--- src/trace_settings.svh ---
`ifndef TRACE_SETTINGS_SVH
`define TRACE_SETTINGS_SVH

// threshold DAC word width
`define THR_W 16

// delay line code width
`define DCODE_W 10

// default strobe period in clocks for a zero period_i
`define STB_PERIOD 16

// number of points held before overflow
`define POINT_FIFO_DEPTH 8

`endif

--- src/trace_pkg.sv ---
`include "trace_settings.svh"

package trace_pkg;

    // data words
    typedef logic [`THR_W-1:0]   threshold_t;
    typedef logic [`DCODE_W-1:0] dcode_t;
    typedef logic [15:0]         period_t;

    // controller top level
    typedef enum logic {IDLE, RUN} ctl_state_t;

    // search phase and direction
    typedef enum logic {FIND_VAL, FIND_DIRECTION} measure_state_t;
    typedef enum logic {UP, DOWN} direction_t;

    // handshake FSMs
    typedef enum logic [1:0] {DAC_IDLE, DAC_REQ, DAC_RELEASE} dac_state_t;
    typedef enum logic [1:0] {OUT_IDLE, OUT_REQ, OUT_WAIT_LOW} out_state_t;

endpackage

--- src/strobe_gen.sv ---
`timescale 1ns/1ps
`include "trace_settings.svh"

module strobe_gen
    import trace_pkg::*;
(
    input  logic    clk_i,
    input  logic    arst_i,
    input  logic    run_i,
    input  period_t period_i,
    output logic    stb_o
);

    localparam period_t DEFAULT_PERIOD = period_t'(`STB_PERIOD);

    period_t eff_period;
    period_t cnt;

    // zero period falls back to the default
    assign eff_period = (period_i == '0) ? DEFAULT_PERIOD : period_i;

    always_ff @(posedge clk_i, posedge arst_i) begin
        if (arst_i) begin
            cnt   <= '0;
            stb_o <= 1'b0;
        end else begin
            stb_o <= 1'b0;
            if (!run_i) begin
                // held at zero so a new run starts a full period
                cnt <= '0;
            end else if (cnt >= eff_period) begin
                cnt   <= period_t'(1);
                stb_o <= 1'b1;
            end else begin
                cnt <= cnt + 1'b1;
            end
        end
    end

endmodule

--- src/dac_link.sv ---
`timescale 1ns/1ps
`include "trace_settings.svh"

module dac_link
    import trace_pkg::*;
(
    input  logic       clk_i,
    input  logic       arst_i,
    input  logic       wre_i,
    input  threshold_t data_i,
    output logic       rdy_o,
    output logic       dac_req_o,
    output threshold_t dac_data_o,
    input  logic       dac_ack_i
);

    dac_state_t state;
    logic       pend;
    threshold_t pend_data;

    // converter holds the latest requested value
    assign rdy_o = (state == DAC_IDLE) && !dac_ack_i && !pend;

    always_ff @(posedge clk_i, posedge arst_i) begin
        if (arst_i) begin
            state      <= DAC_IDLE;
            dac_req_o  <= 1'b0;
            dac_data_o <= '0;
            pend       <= 1'b0;
        end else begin
            // write during an exchange waits for the next idle slot
            if (wre_i && state != DAC_IDLE) begin
                pend <= 1'b1;
            end
            case (state)
                DAC_IDLE: begin
                    if (wre_i || pend) begin
                        dac_data_o <= wre_i ? data_i : pend_data;
                        dac_req_o  <= 1'b1;
                        pend       <= 1'b0;
                        state      <= DAC_REQ;
                    end
                end
                DAC_REQ: begin
                    if (dac_ack_i) begin
                        dac_req_o <= 1'b0;
                        state     <= DAC_RELEASE;
                    end
                end
                DAC_RELEASE: begin
                    if (!dac_ack_i) state <= DAC_IDLE;
                end
                default: state <= DAC_IDLE;
            endcase
        end
    end

    always_ff @(posedge clk_i) begin
        if (wre_i && state != DAC_IDLE) pend_data <= data_i;
    end

endmodule

--- src/ch_measure_ctl.sv ---
`timescale 1ns/1ps
`include "trace_settings.svh"

module ch_measure_ctl
    import trace_pkg::*;
(
    input  logic       clk_i,
    input  logic       arst_i,

    // sampling strobe and comparator
    input  logic       stb_i,
    input  logic       cmp_out_i,

    input  logic       run_i,

    // search steps
    input  threshold_t threshold_delta_i,
    input  dcode_t     d_code_delta_i,

    // threshold DAC side
    output threshold_t threshold_o,
    output logic       threshold_wre_o,
    input  logic       threshold_rdy_i,

    // delay line code
    output dcode_t     d_code_o,

    // measured point
    output logic       point_rdy_o,
    output threshold_t point_v_o,
    output dcode_t     point_t_o
);

    ctl_state_t     state;
    measure_state_t measure_state;
    direction_t     dir;

    logic stb_prev;
    logic stb_posedge;
    logic cmp_prev;
    logic accept;
    logic crossing;

////////////////////
    // strobe edges count only with a settled DAC
    assign stb_posedge = stb_i && !stb_prev;
    assign accept      = stb_posedge && threshold_rdy_i && (state == RUN) && run_i;
    assign crossing    = accept && (measure_state == FIND_VAL) && (cmp_out_i != cmp_prev);

    always_ff @(posedge clk_i, posedge arst_i) begin
        if (arst_i) begin
            stb_prev <= 1'b0;
        end else begin
            stb_prev <= stb_i;
        end
    end

////////////////////
    always_ff @(posedge clk_i, posedge arst_i) begin
        if (arst_i) begin
            state           <= IDLE;
            measure_state   <= FIND_VAL;
            dir             <= UP;
            cmp_prev        <= 1'b1;
            threshold_o     <= '0;
            threshold_wre_o <= 1'b0;
            d_code_o        <= '0;
            point_rdy_o     <= 1'b0;
        end else begin
            threshold_wre_o <= 1'b0;
            point_rdy_o     <= 1'b0;
            case (state)
                IDLE: begin
                    if (run_i) begin
                        // fresh sweep from zero threshold and code 0
                        state           <= RUN;
                        measure_state   <= FIND_VAL;
                        dir             <= UP;
                        cmp_prev        <= 1'b1;
                        threshold_o     <= '0;
                        d_code_o        <= '0;
                        threshold_wre_o <= 1'b1;
                    end
                end
                RUN: begin
                    if (!run_i) begin
                        state <= IDLE;
                    end else if (accept) begin
                        cmp_prev <= cmp_out_i;
                        case (measure_state)
                            FIND_VAL: begin
                                if (crossing) begin
                                    point_rdy_o   <= 1'b1;
                                    d_code_o      <= d_code_o + d_code_delta_i;
                                    measure_state <= FIND_DIRECTION;
                                end else begin
                                    threshold_o <= (dir == UP) ?
                                                   threshold_o + threshold_delta_i :
                                                   threshold_o - threshold_delta_i;
                                    threshold_wre_o <= 1'b1;
                                end
                            end
                            FIND_DIRECTION: begin
                                // signal moved across the code step
                                if (cmp_out_i && !cmp_prev) begin
                                    dir <= UP;
                                end else if (!cmp_out_i && cmp_prev) begin
                                    dir <= DOWN;
                                end else begin
                                    dir <= (dir == UP) ? DOWN : UP;
                                end
                                measure_state <= FIND_VAL;
                            end
                            default: measure_state <= FIND_VAL;
                        endcase
                    end
                end
                default: state <= IDLE;
            endcase
        end
    end

    // point payload
    always_ff @(posedge clk_i) begin
        if (crossing) begin
            point_v_o <= threshold_o;
            point_t_o <= d_code_o;
        end
    end

endmodule

--- src/point_fifo.sv ---
`timescale 1ns/1ps
`include "trace_settings.svh"

module point_fifo
    import trace_pkg::*;
(
    input  logic       clk_i,
    input  logic       arst_i,
    input  logic       push_i,
    input  threshold_t v_i,
    input  dcode_t     t_i,
    output logic       point_req_o,
    output threshold_t point_v_o,
    output dcode_t     point_t_o,
    input  logic       point_ack_i,
    output logic       overflow_o
);

    localparam int DEPTH = `POINT_FIFO_DEPTH;
    localparam int AW    = (DEPTH > 1) ? $clog2(DEPTH) : 1;

    threshold_t v_mem [DEPTH];
    dcode_t     t_mem [DEPTH];

    logic [AW-1:0] wr_ptr;
    logic [AW-1:0] rd_ptr;
    logic [AW:0]   count;
    out_state_t    out_state;

    logic full;
    logic push_ok;
    logic pop;
    logic present;

    function automatic logic [AW-1:0] ptr_inc(input logic [AW-1:0] p);
        if (p == AW'(DEPTH - 1)) return '0;
        return p + 1'b1;
    endfunction

    assign full    = (count == (AW+1)'(DEPTH));
    assign push_ok = push_i && !full;
    assign pop     = (out_state == OUT_REQ) && point_ack_i;
    assign present = (out_state == OUT_IDLE) && (count != '0);

    always_ff @(posedge clk_i, posedge arst_i) begin
        if (arst_i) begin
            wr_ptr      <= '0;
            rd_ptr      <= '0;
            count       <= '0;
            out_state   <= OUT_IDLE;
            point_req_o <= 1'b0;
            overflow_o  <= 1'b0;
        end else begin
            if (push_ok) wr_ptr <= ptr_inc(wr_ptr);
            if (pop) rd_ptr <= ptr_inc(rd_ptr);
            count <= count + (AW+1)'(push_ok) - (AW+1)'(pop);
            // sticky until reset
            if (push_i && full) overflow_o <= 1'b1;

            case (out_state)
                OUT_IDLE: begin
                    if (present) begin
                        point_req_o <= 1'b1;
                        out_state   <= OUT_REQ;
                    end
                end
                OUT_REQ: begin
                    if (point_ack_i) begin
                        point_req_o <= 1'b0;
                        out_state   <= OUT_WAIT_LOW;
                    end
                end
                OUT_WAIT_LOW: begin
                    if (!point_ack_i) out_state <= OUT_IDLE;
                end
                default: out_state <= OUT_IDLE;
            endcase
        end
    end

    // storage and head entry
    always_ff @(posedge clk_i) begin
        if (push_ok) begin
            v_mem[wr_ptr] <= v_i;
            t_mem[wr_ptr] <= t_i;
        end
        if (present) begin
            point_v_o <= v_mem[rd_ptr];
            point_t_o <= t_mem[rd_ptr];
        end
    end

endmodule

--- src/scope_channel_top.sv ---
`timescale 1ns/1ps
`include "trace_settings.svh"

module scope_channel_top
    import trace_pkg::*;
(
    input  logic       clk_i,
    input  logic       arst_i,
    input  logic       run_i,
    input  period_t    period_i,
    input  threshold_t threshold_delta_i,
    input  dcode_t     d_code_delta_i,
    input  logic       cmp_i,
    output logic       dac_req_o,
    output threshold_t dac_data_o,
    input  logic       dac_ack_i,
    output dcode_t     d_code_o,
    output logic       point_req_o,
    output threshold_t point_v_o,
    output dcode_t     point_t_o,
    input  logic       point_ack_i,
    output logic       overflow_o
);

    logic       stb;
    threshold_t threshold;
    logic       threshold_wre;
    logic       threshold_rdy;
    logic       point_rdy;
    threshold_t point_v;
    dcode_t     point_t;

    strobe_gen u_strobe_gen (
        .clk_i(clk_i), .arst_i(arst_i), .run_i(run_i), .period_i(period_i), .stb_o(stb)
    );

    dac_link u_dac_link (
        .clk_i(clk_i), .arst_i(arst_i), .wre_i(threshold_wre), .data_i(threshold),
        .rdy_o(threshold_rdy), .dac_req_o(dac_req_o), .dac_data_o(dac_data_o),
        .dac_ack_i(dac_ack_i)
    );

    ch_measure_ctl u_ctl (
        .clk_i(clk_i), .arst_i(arst_i), .stb_i(stb), .cmp_out_i(cmp_i), .run_i(run_i),
        .threshold_delta_i(threshold_delta_i), .d_code_delta_i(d_code_delta_i),
        .threshold_o(threshold), .threshold_wre_o(threshold_wre),
        .threshold_rdy_i(threshold_rdy), .d_code_o(d_code_o),
        .point_rdy_o(point_rdy), .point_v_o(point_v), .point_t_o(point_t)
    );

    point_fifo u_point_fifo (
        .clk_i(clk_i), .arst_i(arst_i), .push_i(point_rdy), .v_i(point_v), .t_i(point_t),
        .point_req_o(point_req_o), .point_v_o(point_v_o), .point_t_o(point_t_o),
        .point_ack_i(point_ack_i), .overflow_o(overflow_o)
    );

endmodule

--- config.mk ---
export PLATFORM = sky130hd
export DESIGN_NAME = scope_channel_top
export DESIGN_NICKNAME = d
export VERILOG_FILES = /design/src/trace_pkg.sv /design/src/strobe_gen.sv /design/src/dac_link.sv /design/src/ch_measure_ctl.sv /design/src/point_fifo.sv /design/src/scope_channel_top.sv
export VERILOG_INCLUDE_DIRS = /design/src
export SDC_FILE = /design/constraint.sdc
export NUM_CORES = 1
export LEC_CHECK = 0
export BUFFER_PORTS_ARGS = -buffer_cell sky130_fd_sc_hd__buf_4
export CAP_MARGIN = 15
export CORE_MARGIN = 2
export CORE_UTILIZATION = 32
export CTS_CLUSTER_DIAMETER = 40
export DETAILED_ROUTE_END_ITERATION = 10
export HOLD_SLACK_MARGIN = 0.15
export PLACE_DENSITY = 0.5
export SLEW_MARGIN = 20
export SYNTH_ARGS = -nofsm -noshare
export SYNTH_HDL_FRONTEND = slang
export SYNTH_SLANG_ARGS = --single-unit
--- constraint.sdc ---
create_clock -name clk_i -period 8.57 [get_ports clk_i]
set_clock_uncertainty 0.05 [all_clocks]
set_input_delay 1.714 -clock clk_i [delete_from_list [all_inputs] [get_ports clk_i]]
set_output_delay 1.714 -clock clk_i [all_outputs]
set_load 0.02 [all_outputs]
==> impl_results.md, run 1 <==
* Clk sinks at between 300 and 400
* Max clock buf depth at 3
* Vias/cell at 4.73
* Initial antenna violation count at 0
* Total GRT Usage at a little over an eighth
* Slew Limit Fails at 0
* R2R Path Start: u_ctl.dir$_DFFE_PP0P_
* Vias at 8410
* Die Area at approximately 50000 um^2
* RSZ-0062 raised after global routing: false
* Crit start category: input port
* Leakage at ~6.8 nW
* Pwr dens at about 280 nW/um^2
* CTS tree: yes
* Switching part of the total at between 20 and 30%
* Chip width at ~220 um
* Worst Hold Depth at 0
* Mapped Cells at between 900 and 1000
* Flops & latches, synth at 360
* Worst-Skew Late Latency at 0.56 ns
* First-pass GRT wire length at approximately 51 mm
* CTS Hold Buffers Added at 0
* Pwr Total at 5.23 mW
* Synth-to-layout area growth at 20.9%
* Comb power frac at around a fifth
* Post-Syn Area at roughly 15000 um^2
* Vias in the first global route at between 8000 and 9000
* Final worst slack at around 4.2 ns
* Register area at 10400 um^2
* Cell variety after synth at between 50 and 60
* Status: complete, no violations
* Worst setup startpoint: threshold_delta_i[6]
* Root Buffer: clkbuf_16
* Die height at around 220 um
* Post_cts resized at 0
* Site row count at 80
* Internal at 3.78 mW
* Net Switching at 1.45 mW
* Peak fanout along the critical path at 5
* Period utilisation layout at 50.7%
* Worst hold path type: reg2reg
* Synth Flop Type: edfxtp_1
* Minimum clock period at between 4 and 5 ns
* Setup Buffers After CTS at 0
* Critical path required time at between 8 and 9 ns
* Post-synth top area share at a little over half
* DRT Pass-1 Iters at 4
* Top cells by area, synth: edfxtp_1 54%, dfrtp_1 13%, mux4_2 7.6%
* Seq/Total Area, Yosys at 67.4%
* # diodes at 0
* Max Cap Viol at 0
* Multi-input gate area at roughly 4800 um^2
* Synth warnings at 0
* H-tree levels at 2
* Port Buffers at 102
* Number of flops mapped to enable cells by yosys at between 200 and 300
* Final wirelength at around 32 mm
* Initial drt markers at 399
* Final setup fails at 0
* FF-to-FF End: u_ctl.threshold_o[14]$_DFFE_PP0P_
* Peak Freq at 230 MHz
* Peak supply drop at between 0.1 and 0.15 mV
* Final Hold Viols at 0
* CP Class: in2reg
* Mean post-synth cell area at 15.6 um^2
* Leading area contributor after synthesis: edfxtp_1
* Clk pwr share at about two fifths
* Relative slew slack at ~29%
* DRC Markers at 0
* Worst reg2reg path depth at 9
* Final GP Congestion at 0.766
* Total negative slack at 0 ns
* Reg clk slew, reported paths at 0.06 ns
* Core area at about 48000 um^2
* Crit path to: u_ctl.threshold_o[15]$_DFFE_PP0P_
* Largest net degree at the start of global routing at between 50 and 60
* Layout Nets at approximately 1200
* Fill cell count at 4463
* Critical Path AT at ~4.7 ns
* Routed len/inst at ~18 um
* Post-synth ARST share at a little under a quarter
* TritonCTS buffer count at 50
* Sequential Power Share at 42.5%
* R2R setup slack at 5.29 ns
* Starting density of the core at between 30 and 40%
* Slew @ Worst Pin at approximately 1.1 ns
* Dpl ws at around 3.7 ns
* Grt total ovfl at 0
* ANT nets after route at 0
* Hpwl dp at slightly above 20 mm
* I/O Pins at 103
* Share of layout cells above drive strength 1 at between 20% and 30%
* Net Count, Synth at between 1000 and 1500
* CP Capture Type: register
critical path, stage by stage:
cell	delay (ns)
buf_4	0.12
or4_4	0.56
nor3b_1	0.41
a21oi_1	0.14
xnor2_1	0.16
ha_1	0.37
a21oi_1	0.14
o21ai_0	0.29
o31ai_1	0.13
or3_1	0.38
a41oi_1	0.22
mux2i_1	0.09
synth_stat cells (all sizes together) (2+ instances only):
cell type,number
and2,4
or4,2
fa,3
o21a,5
xnor2,32
a31oi,7
o211ai,3
a31o,3
nor4,7
and2b,2
a21boi,4
nand3b,2
nor2,62
nand2,35
buf,12
o21bai,2
o21ai,38
a21oi,42
clkbuf,20
nor2b,6
ha,54
mux2,27
mux2i,19
nand3,35
edfxtp,276
a211o,3
a21o,15
o31ai,3
and3,7
dfrtp,83
nor3,16
a41oi,3
mux4,52
nand4,3
nand2b,16
or2,3
and4,2
a211oi,3
xor2,16
or3,6
inv,45
per-stage QoR:
step	util [%]	std cells	hold slack [ns]	instance area, um^2
global route	39.1	1777	0.348	18600
detailed placement	35.7	1686	0.322	17000
floorplan	-	987	0.305	15400
CTS	39.1	1777	0.335	18600
finish	39.1	1777	0.334	18600
global placement	35.7	1686	0.332	17000
routing by layer:
layer | share of wire, % | routed length, um | global-route usage, %
met5 | 0 | 0 | 0
met4 | 1.8 | 584 | 3.48
met3 | 3.9 | 1260 | 2.58
met2 | 48 | 15500 | 21.9
met1 | 46 | 15100 | 17.9
worst min-delay path by stage:
stage / from / end / slack [ns]
after global placement: u_strobe_gen.stb_o$_DFF_PP0_ / u_ctl.stb_prev$_DFF_PP0_ / 0.33
after detailed placement: u_strobe_gen.stb_o$_DFF_PP0_ / u_ctl.stb_prev$_DFF_PP0_ / 0.32
after floorplan: u_strobe_gen.stb_o$_DFF_PP0_ / u_ctl.stb_prev$_DFF_PP0_ / 0.30
final: u_strobe_gen.stb_o$_DFF_PP0_ / u_ctl.stb_prev$_DFF_PP0_ / 0.33
after CTS: u_strobe_gen.stb_o$_DFF_PP0_ / u_ctl.stb_prev$_DFF_PP0_ / 0.34
after global routing: u_strobe_gen.stb_o$_DFF_PP0_ / u_ctl.stb_prev$_DFF_PP0_ / 0.35
power by group through the flow:
| stage | Sequential [mW] | Combinational [mW] | Clock, mW |
|---|---|---|---|
| after floorplan | 2.29 | 0.622 | 0 |
| after global placement | 2.27 | 1.03 | 0 |
| after detailed placement | 2.27 | 1.03 | 0 |
| after CTS | 2.24 | 1.04 | 2.06 |
| after global routing | 2.25 | 1.12 | 2.13 |
| final | 2.22 | 1.01 | 2.00 |
registers in the layout (all words and copies together) (netlist names), 2 cells and up:
register,count
u_point_fifo.rd_ptr,3
u_point_fifo.point_v_o,16
u_point_fifo.point_t_o,10
u_ctl.d_code_o,10
u_ctl.point_t_o,10
u_dac_link.state,2
u_dac_link.pend_data,16
u_point_fifo.out_state,2
u_ctl.point_v_o,16
u_ctl.threshold_o,16
u_point_fifo.count,4
u_point_fifo.v_mem,128
u_dac_link.dac_data_o,16
u_point_fifo.wr_ptr,3
u_strobe_gen.cnt,16
u_point_fifo.t_mem,80
cell type report:
cell class,count,area share [%]
clock buffers,58,7.22
clock inverters,33,1.62
inverters,45,0.913
multi-input cells,550,25.7
flip-flops and latches,360,55.8
well taps,615,4.13
repair buffers,116,4.67
kinds of logic after synthesis:
group                    count (synthesis)  share of synthesized area [%]
multiplexers                            98                           10.8
flip-flops                             360                           67.4
buffers and inverters                   77                           1.97
AND/OR/NAND/NOR                        211                           6.86
XOR/XNOR                                48                           2.73
AO/OA/AOI/OAI                          136                           5.48
adder cells (fa/ha/maj)                 57                           4.77
layout by cell type, fill, tap and decap left out, types with 4 or more instances in the layout:
cell type / netlist / routed
nor3_2: 0 / 5
clkbuf_16: 0 / 53
mux4_2: 52 / 52
a21oi_1: 42 / 42
inv_6: 0 / 5
mux2_2: 27 / 27
clkinv_1: 0 / 9
clkinv_4: 0 / 4
or3_1: 6 / 6
inv_1: 45 / 43
mux2i_1: 19 / 19
dfrtp_1: 83 / 80
buf_4: 0 / 116
nand2_1: 35 / 35
clkinvlp_4: 0 / 4
nor3_1: 16 / 11
nand2b_1: 16 / 16
clkbuf_1: 20 / 5
and2_1: 4 / 4
edfxtp_1: 276 / 276
inv_8: 0 / 5
xnor2_1: 32 / 32
clkinv_2: 0 / 4
nor4_1: 7 / 6
a21o_1: 15 / 15
and3_1: 7 / 7
o21ai_0: 35 / 35
o21a_1: 5 / 5
nor2b_1: 6 / 5
ha_1: 54 / 54
xor2_1: 16 / 16
nand3_1: 34 / 34
a31oi_1: 7 / 7
nor2_1: 62 / 59
Note: power is estimated with default switching activity, not from simulation.
==> run 2: changes to the inputs <==
Clock period 8.57 ns to 4.45 ns, I/O delays scaled along.
==> run 2 against run 1 <==
Final cell count is 0.34% higher. Worst hold slack worse by 0.077 ns. Register-to-register slack worse by 3.8 ns. Critical path depth stayed put. Setup slack worse by 3.3 ns. Die area stayed put. Sequential cell count stayed put. Sequential share of layout area is 0.28 points lower. Global-route usage is 0.13 points lower. Cell area is 0.50% higher. Wire length is 1.4% lower. Critical path type unchanged. Largest power group unchanged.
==> impl_results.md, run 2 (synthesized netlist as in run 1, its figures left out) <==
* Status: complete, no violations
* Port Buffers at 102
* Total GRT Usage at between 10% and 20%
* Peak Freq at 284 MHz
* Die Area at around 50000 um^2
* Worst-path cell chain: buf_4 > or4_4 > nor3b_1 > a21oi_1 > xnor2_1 > ha_1 > a21oi_1 > o21ai_0 > o31ai_1 > or3_1 > a41oi_1 > mux2i_1
* R2R Path Start: u_ctl.dir$_DFFE_PP0P_
* Worst hold path type: in2async
* Vias/cell at 4.73
* Post_cts resized at 0
* Crit start category: input port
* Met2 wire len at around 15 mm
* RSZ-0062 raised after global routing: false
* Top Registers: u_point_fifo.v_mem x128, u_point_fifo.t_mem x80
* Initial drt markers at 432
* TritonCTS buffer count at 50
* Worst path top cell family by delay: simple AND/OR/NAND/NOR gates
* # placed instances at about 1700
* Vias at about 8400
* Critical path required time at between 4 and 5 ns
* Layout Nets at around 1200
* Met1 Wirelength at about 15 mm
* CTS Hold Buffers Added at 0
* CP Class: in2reg
* Final setup fails at 0
* Site row count at 80
* Final GP Congestion at between 0.7 and 0.8
* Crit-path most repeated cell: a21oi_1
* Final Hold Viols at 0
* Total negative slack at 0 ns
* Reg clk slew, reported paths at roughly 0.06 ns
* Commonest non-fill, non-tap cell in the layout: edfxtp_1
* DRT Pass-1 Iters at 4
* Clk sinks at 360
* Core area at approximately 48000 um^2
* Worst reg2reg path depth at 10
* Routed len/inst at ~18 um
* Peak fanout along the critical path at 5
* Setup Buffers After CTS at 0
* CP Capture Type: register
* Final wirelength at around 32 mm
* Max clock buf depth at 3
* Root Buffer: clkbuf_16
* Period utilisation layout at 79.0%
* Top Metal Used: met4
* Chip width at between 200 and 250 um
* DRC Markers at 0
* FF-to-FF End: u_ctl.threshold_o[11]$_DFFE_PP0P_
* Die height at between 200 and 250 um
* CTS tree: yes
* Fill cell count at around 4400
* Largest net degree at the start of global routing at 64
* Slew Limit Fails at 0
* WP buf/inv at 1
* Relative slew slack at 32.2%
* Biggest register: u_point_fifo.v_mem
* Max Cap Viol at 0
* Initial antenna violation count at 0
* R2R setup slack at between 1 and 1.5 ns
* Crit-path slowest cell: or4_4
* Util after Layout at around 39%
* Delay of the slowest critical-path stage at ~0.55 ns
* Slew @ Worst Pin at a little over 1 ns
* Minimum clock period at ~3.5 ns
* Critical Path AT at roughly 4 ns
* Peak supply drop at 0.269 mV
* Worst-Skew Late Latency at 0.57 ns
* Hpwl dp at slightly above 20 mm
* Vias in the first global route at approximately 9000
* Share of layout cells above drive strength 1 at a little over a quarter
* H-tree levels at 2
* ANT nets after route at 0
* First-pass GRT wire length at between 50 and 60 mm
* Most frequent cells in the layout: 276 x edfxtp_1, 121 x buf_4, 80 x dfrtp_1, 59 x nor2_1, 54 x ha_1
* Starting density of the core at between 30% and 40%
* Pwr dens at between 500 and 600 nW/um^2
* Synth-to-layout area growth at 21.5%
* Leakage at 6.92 nW
* I/O Pins at ~100
* # diodes at 0
* Max reg flops at 128
* Layout Cells excl Fill at between 1500 and 2000
* Met3 WL at about 1.3 mm
* Grt total ovfl at 0
[run 2: changes by cell type in the layout (fill, tap and decap cells not counted), sizes merged]
cell      change
inv           +3
clkinv        -2
clkbuf        -2
bufinv        +3
buf           +6
clkinvlp      -2
[run 2: stage by stage]
stage | hold WS, ns | power, mW | area, um^2 | worst slack (ns)
floorplan | 0.305 | 5.60 | 15400 | 0.622
global placement | 0.321 | 6.35 | 17000 | 0.408
detailed placement | 0.316 | 6.36 | 17000 | 0.368
CTS | 0.231 | 10.4 | 18700 | 0.973
global route | 0.246 | 10.8 | 18700 | 0.791
finish | 0.257 | 10.2 | 18700 | 0.934
[run 2: worst max path at each step]
stage,startpoint,endpoint,slack [ns],cells past startpoint
floorplan,u_point_fifo.count[2]$_DFF_PP0_,u_point_fifo.t_mem[0][0]$_DFFE_PP_,0.62,5
global placement,threshold_delta_i[6],u_ctl.threshold_o[15]$_DFFE_PP0P_,0.41,12
detailed placement,threshold_delta_i[6],u_ctl.threshold_o[15]$_DFFE_PP0P_,0.37,12
CTS,threshold_delta_i[6],u_ctl.threshold_o[15]$_DFFE_PP0P_,0.97,12
global route,threshold_delta_i[6],u_ctl.threshold_o[15]$_DFFE_PP0P_,0.79,12
finish,threshold_delta_i[6],u_ctl.threshold_o[15]$_DFFE_PP0P_,0.93,12
[run 2: where the power goes]
| group | switching [mW] | leakage (nW) | total, mW | internal [mW] |
|---|---|---|---|---|
| logic | 0.977 | 2.71 | 1.99 | 1.01 |
| clock network | 1.53 | 0.824 | 3.95 | 2.43 |
| registers | 0.300 | 3.38 | 4.26 | 3.96 |
[run 2: final cells by class]
type / count / area, um^2 / area share, %
sequential: 360 / 10400 / 55.5
multi-input combinational: 550 / 4780 / 25.5
clock buffer: 56 / 1290 / 6.91
timing repair buffer: 122 / 936 / 5.00
tap: 615 / 769 / 4.11
clock inverter: 35 / 382 / 2.04
inverter: 45 / 170 / 0.908
[run 2: metal layers]
layer | GRT usage, % | vias up
met5 | 0 | -
met3 | 3.04 | 48
met1 | 17.4 | 4187
li1 | - | 4060
met2 | 21.7 | 143
met4 | 3.25 | 0
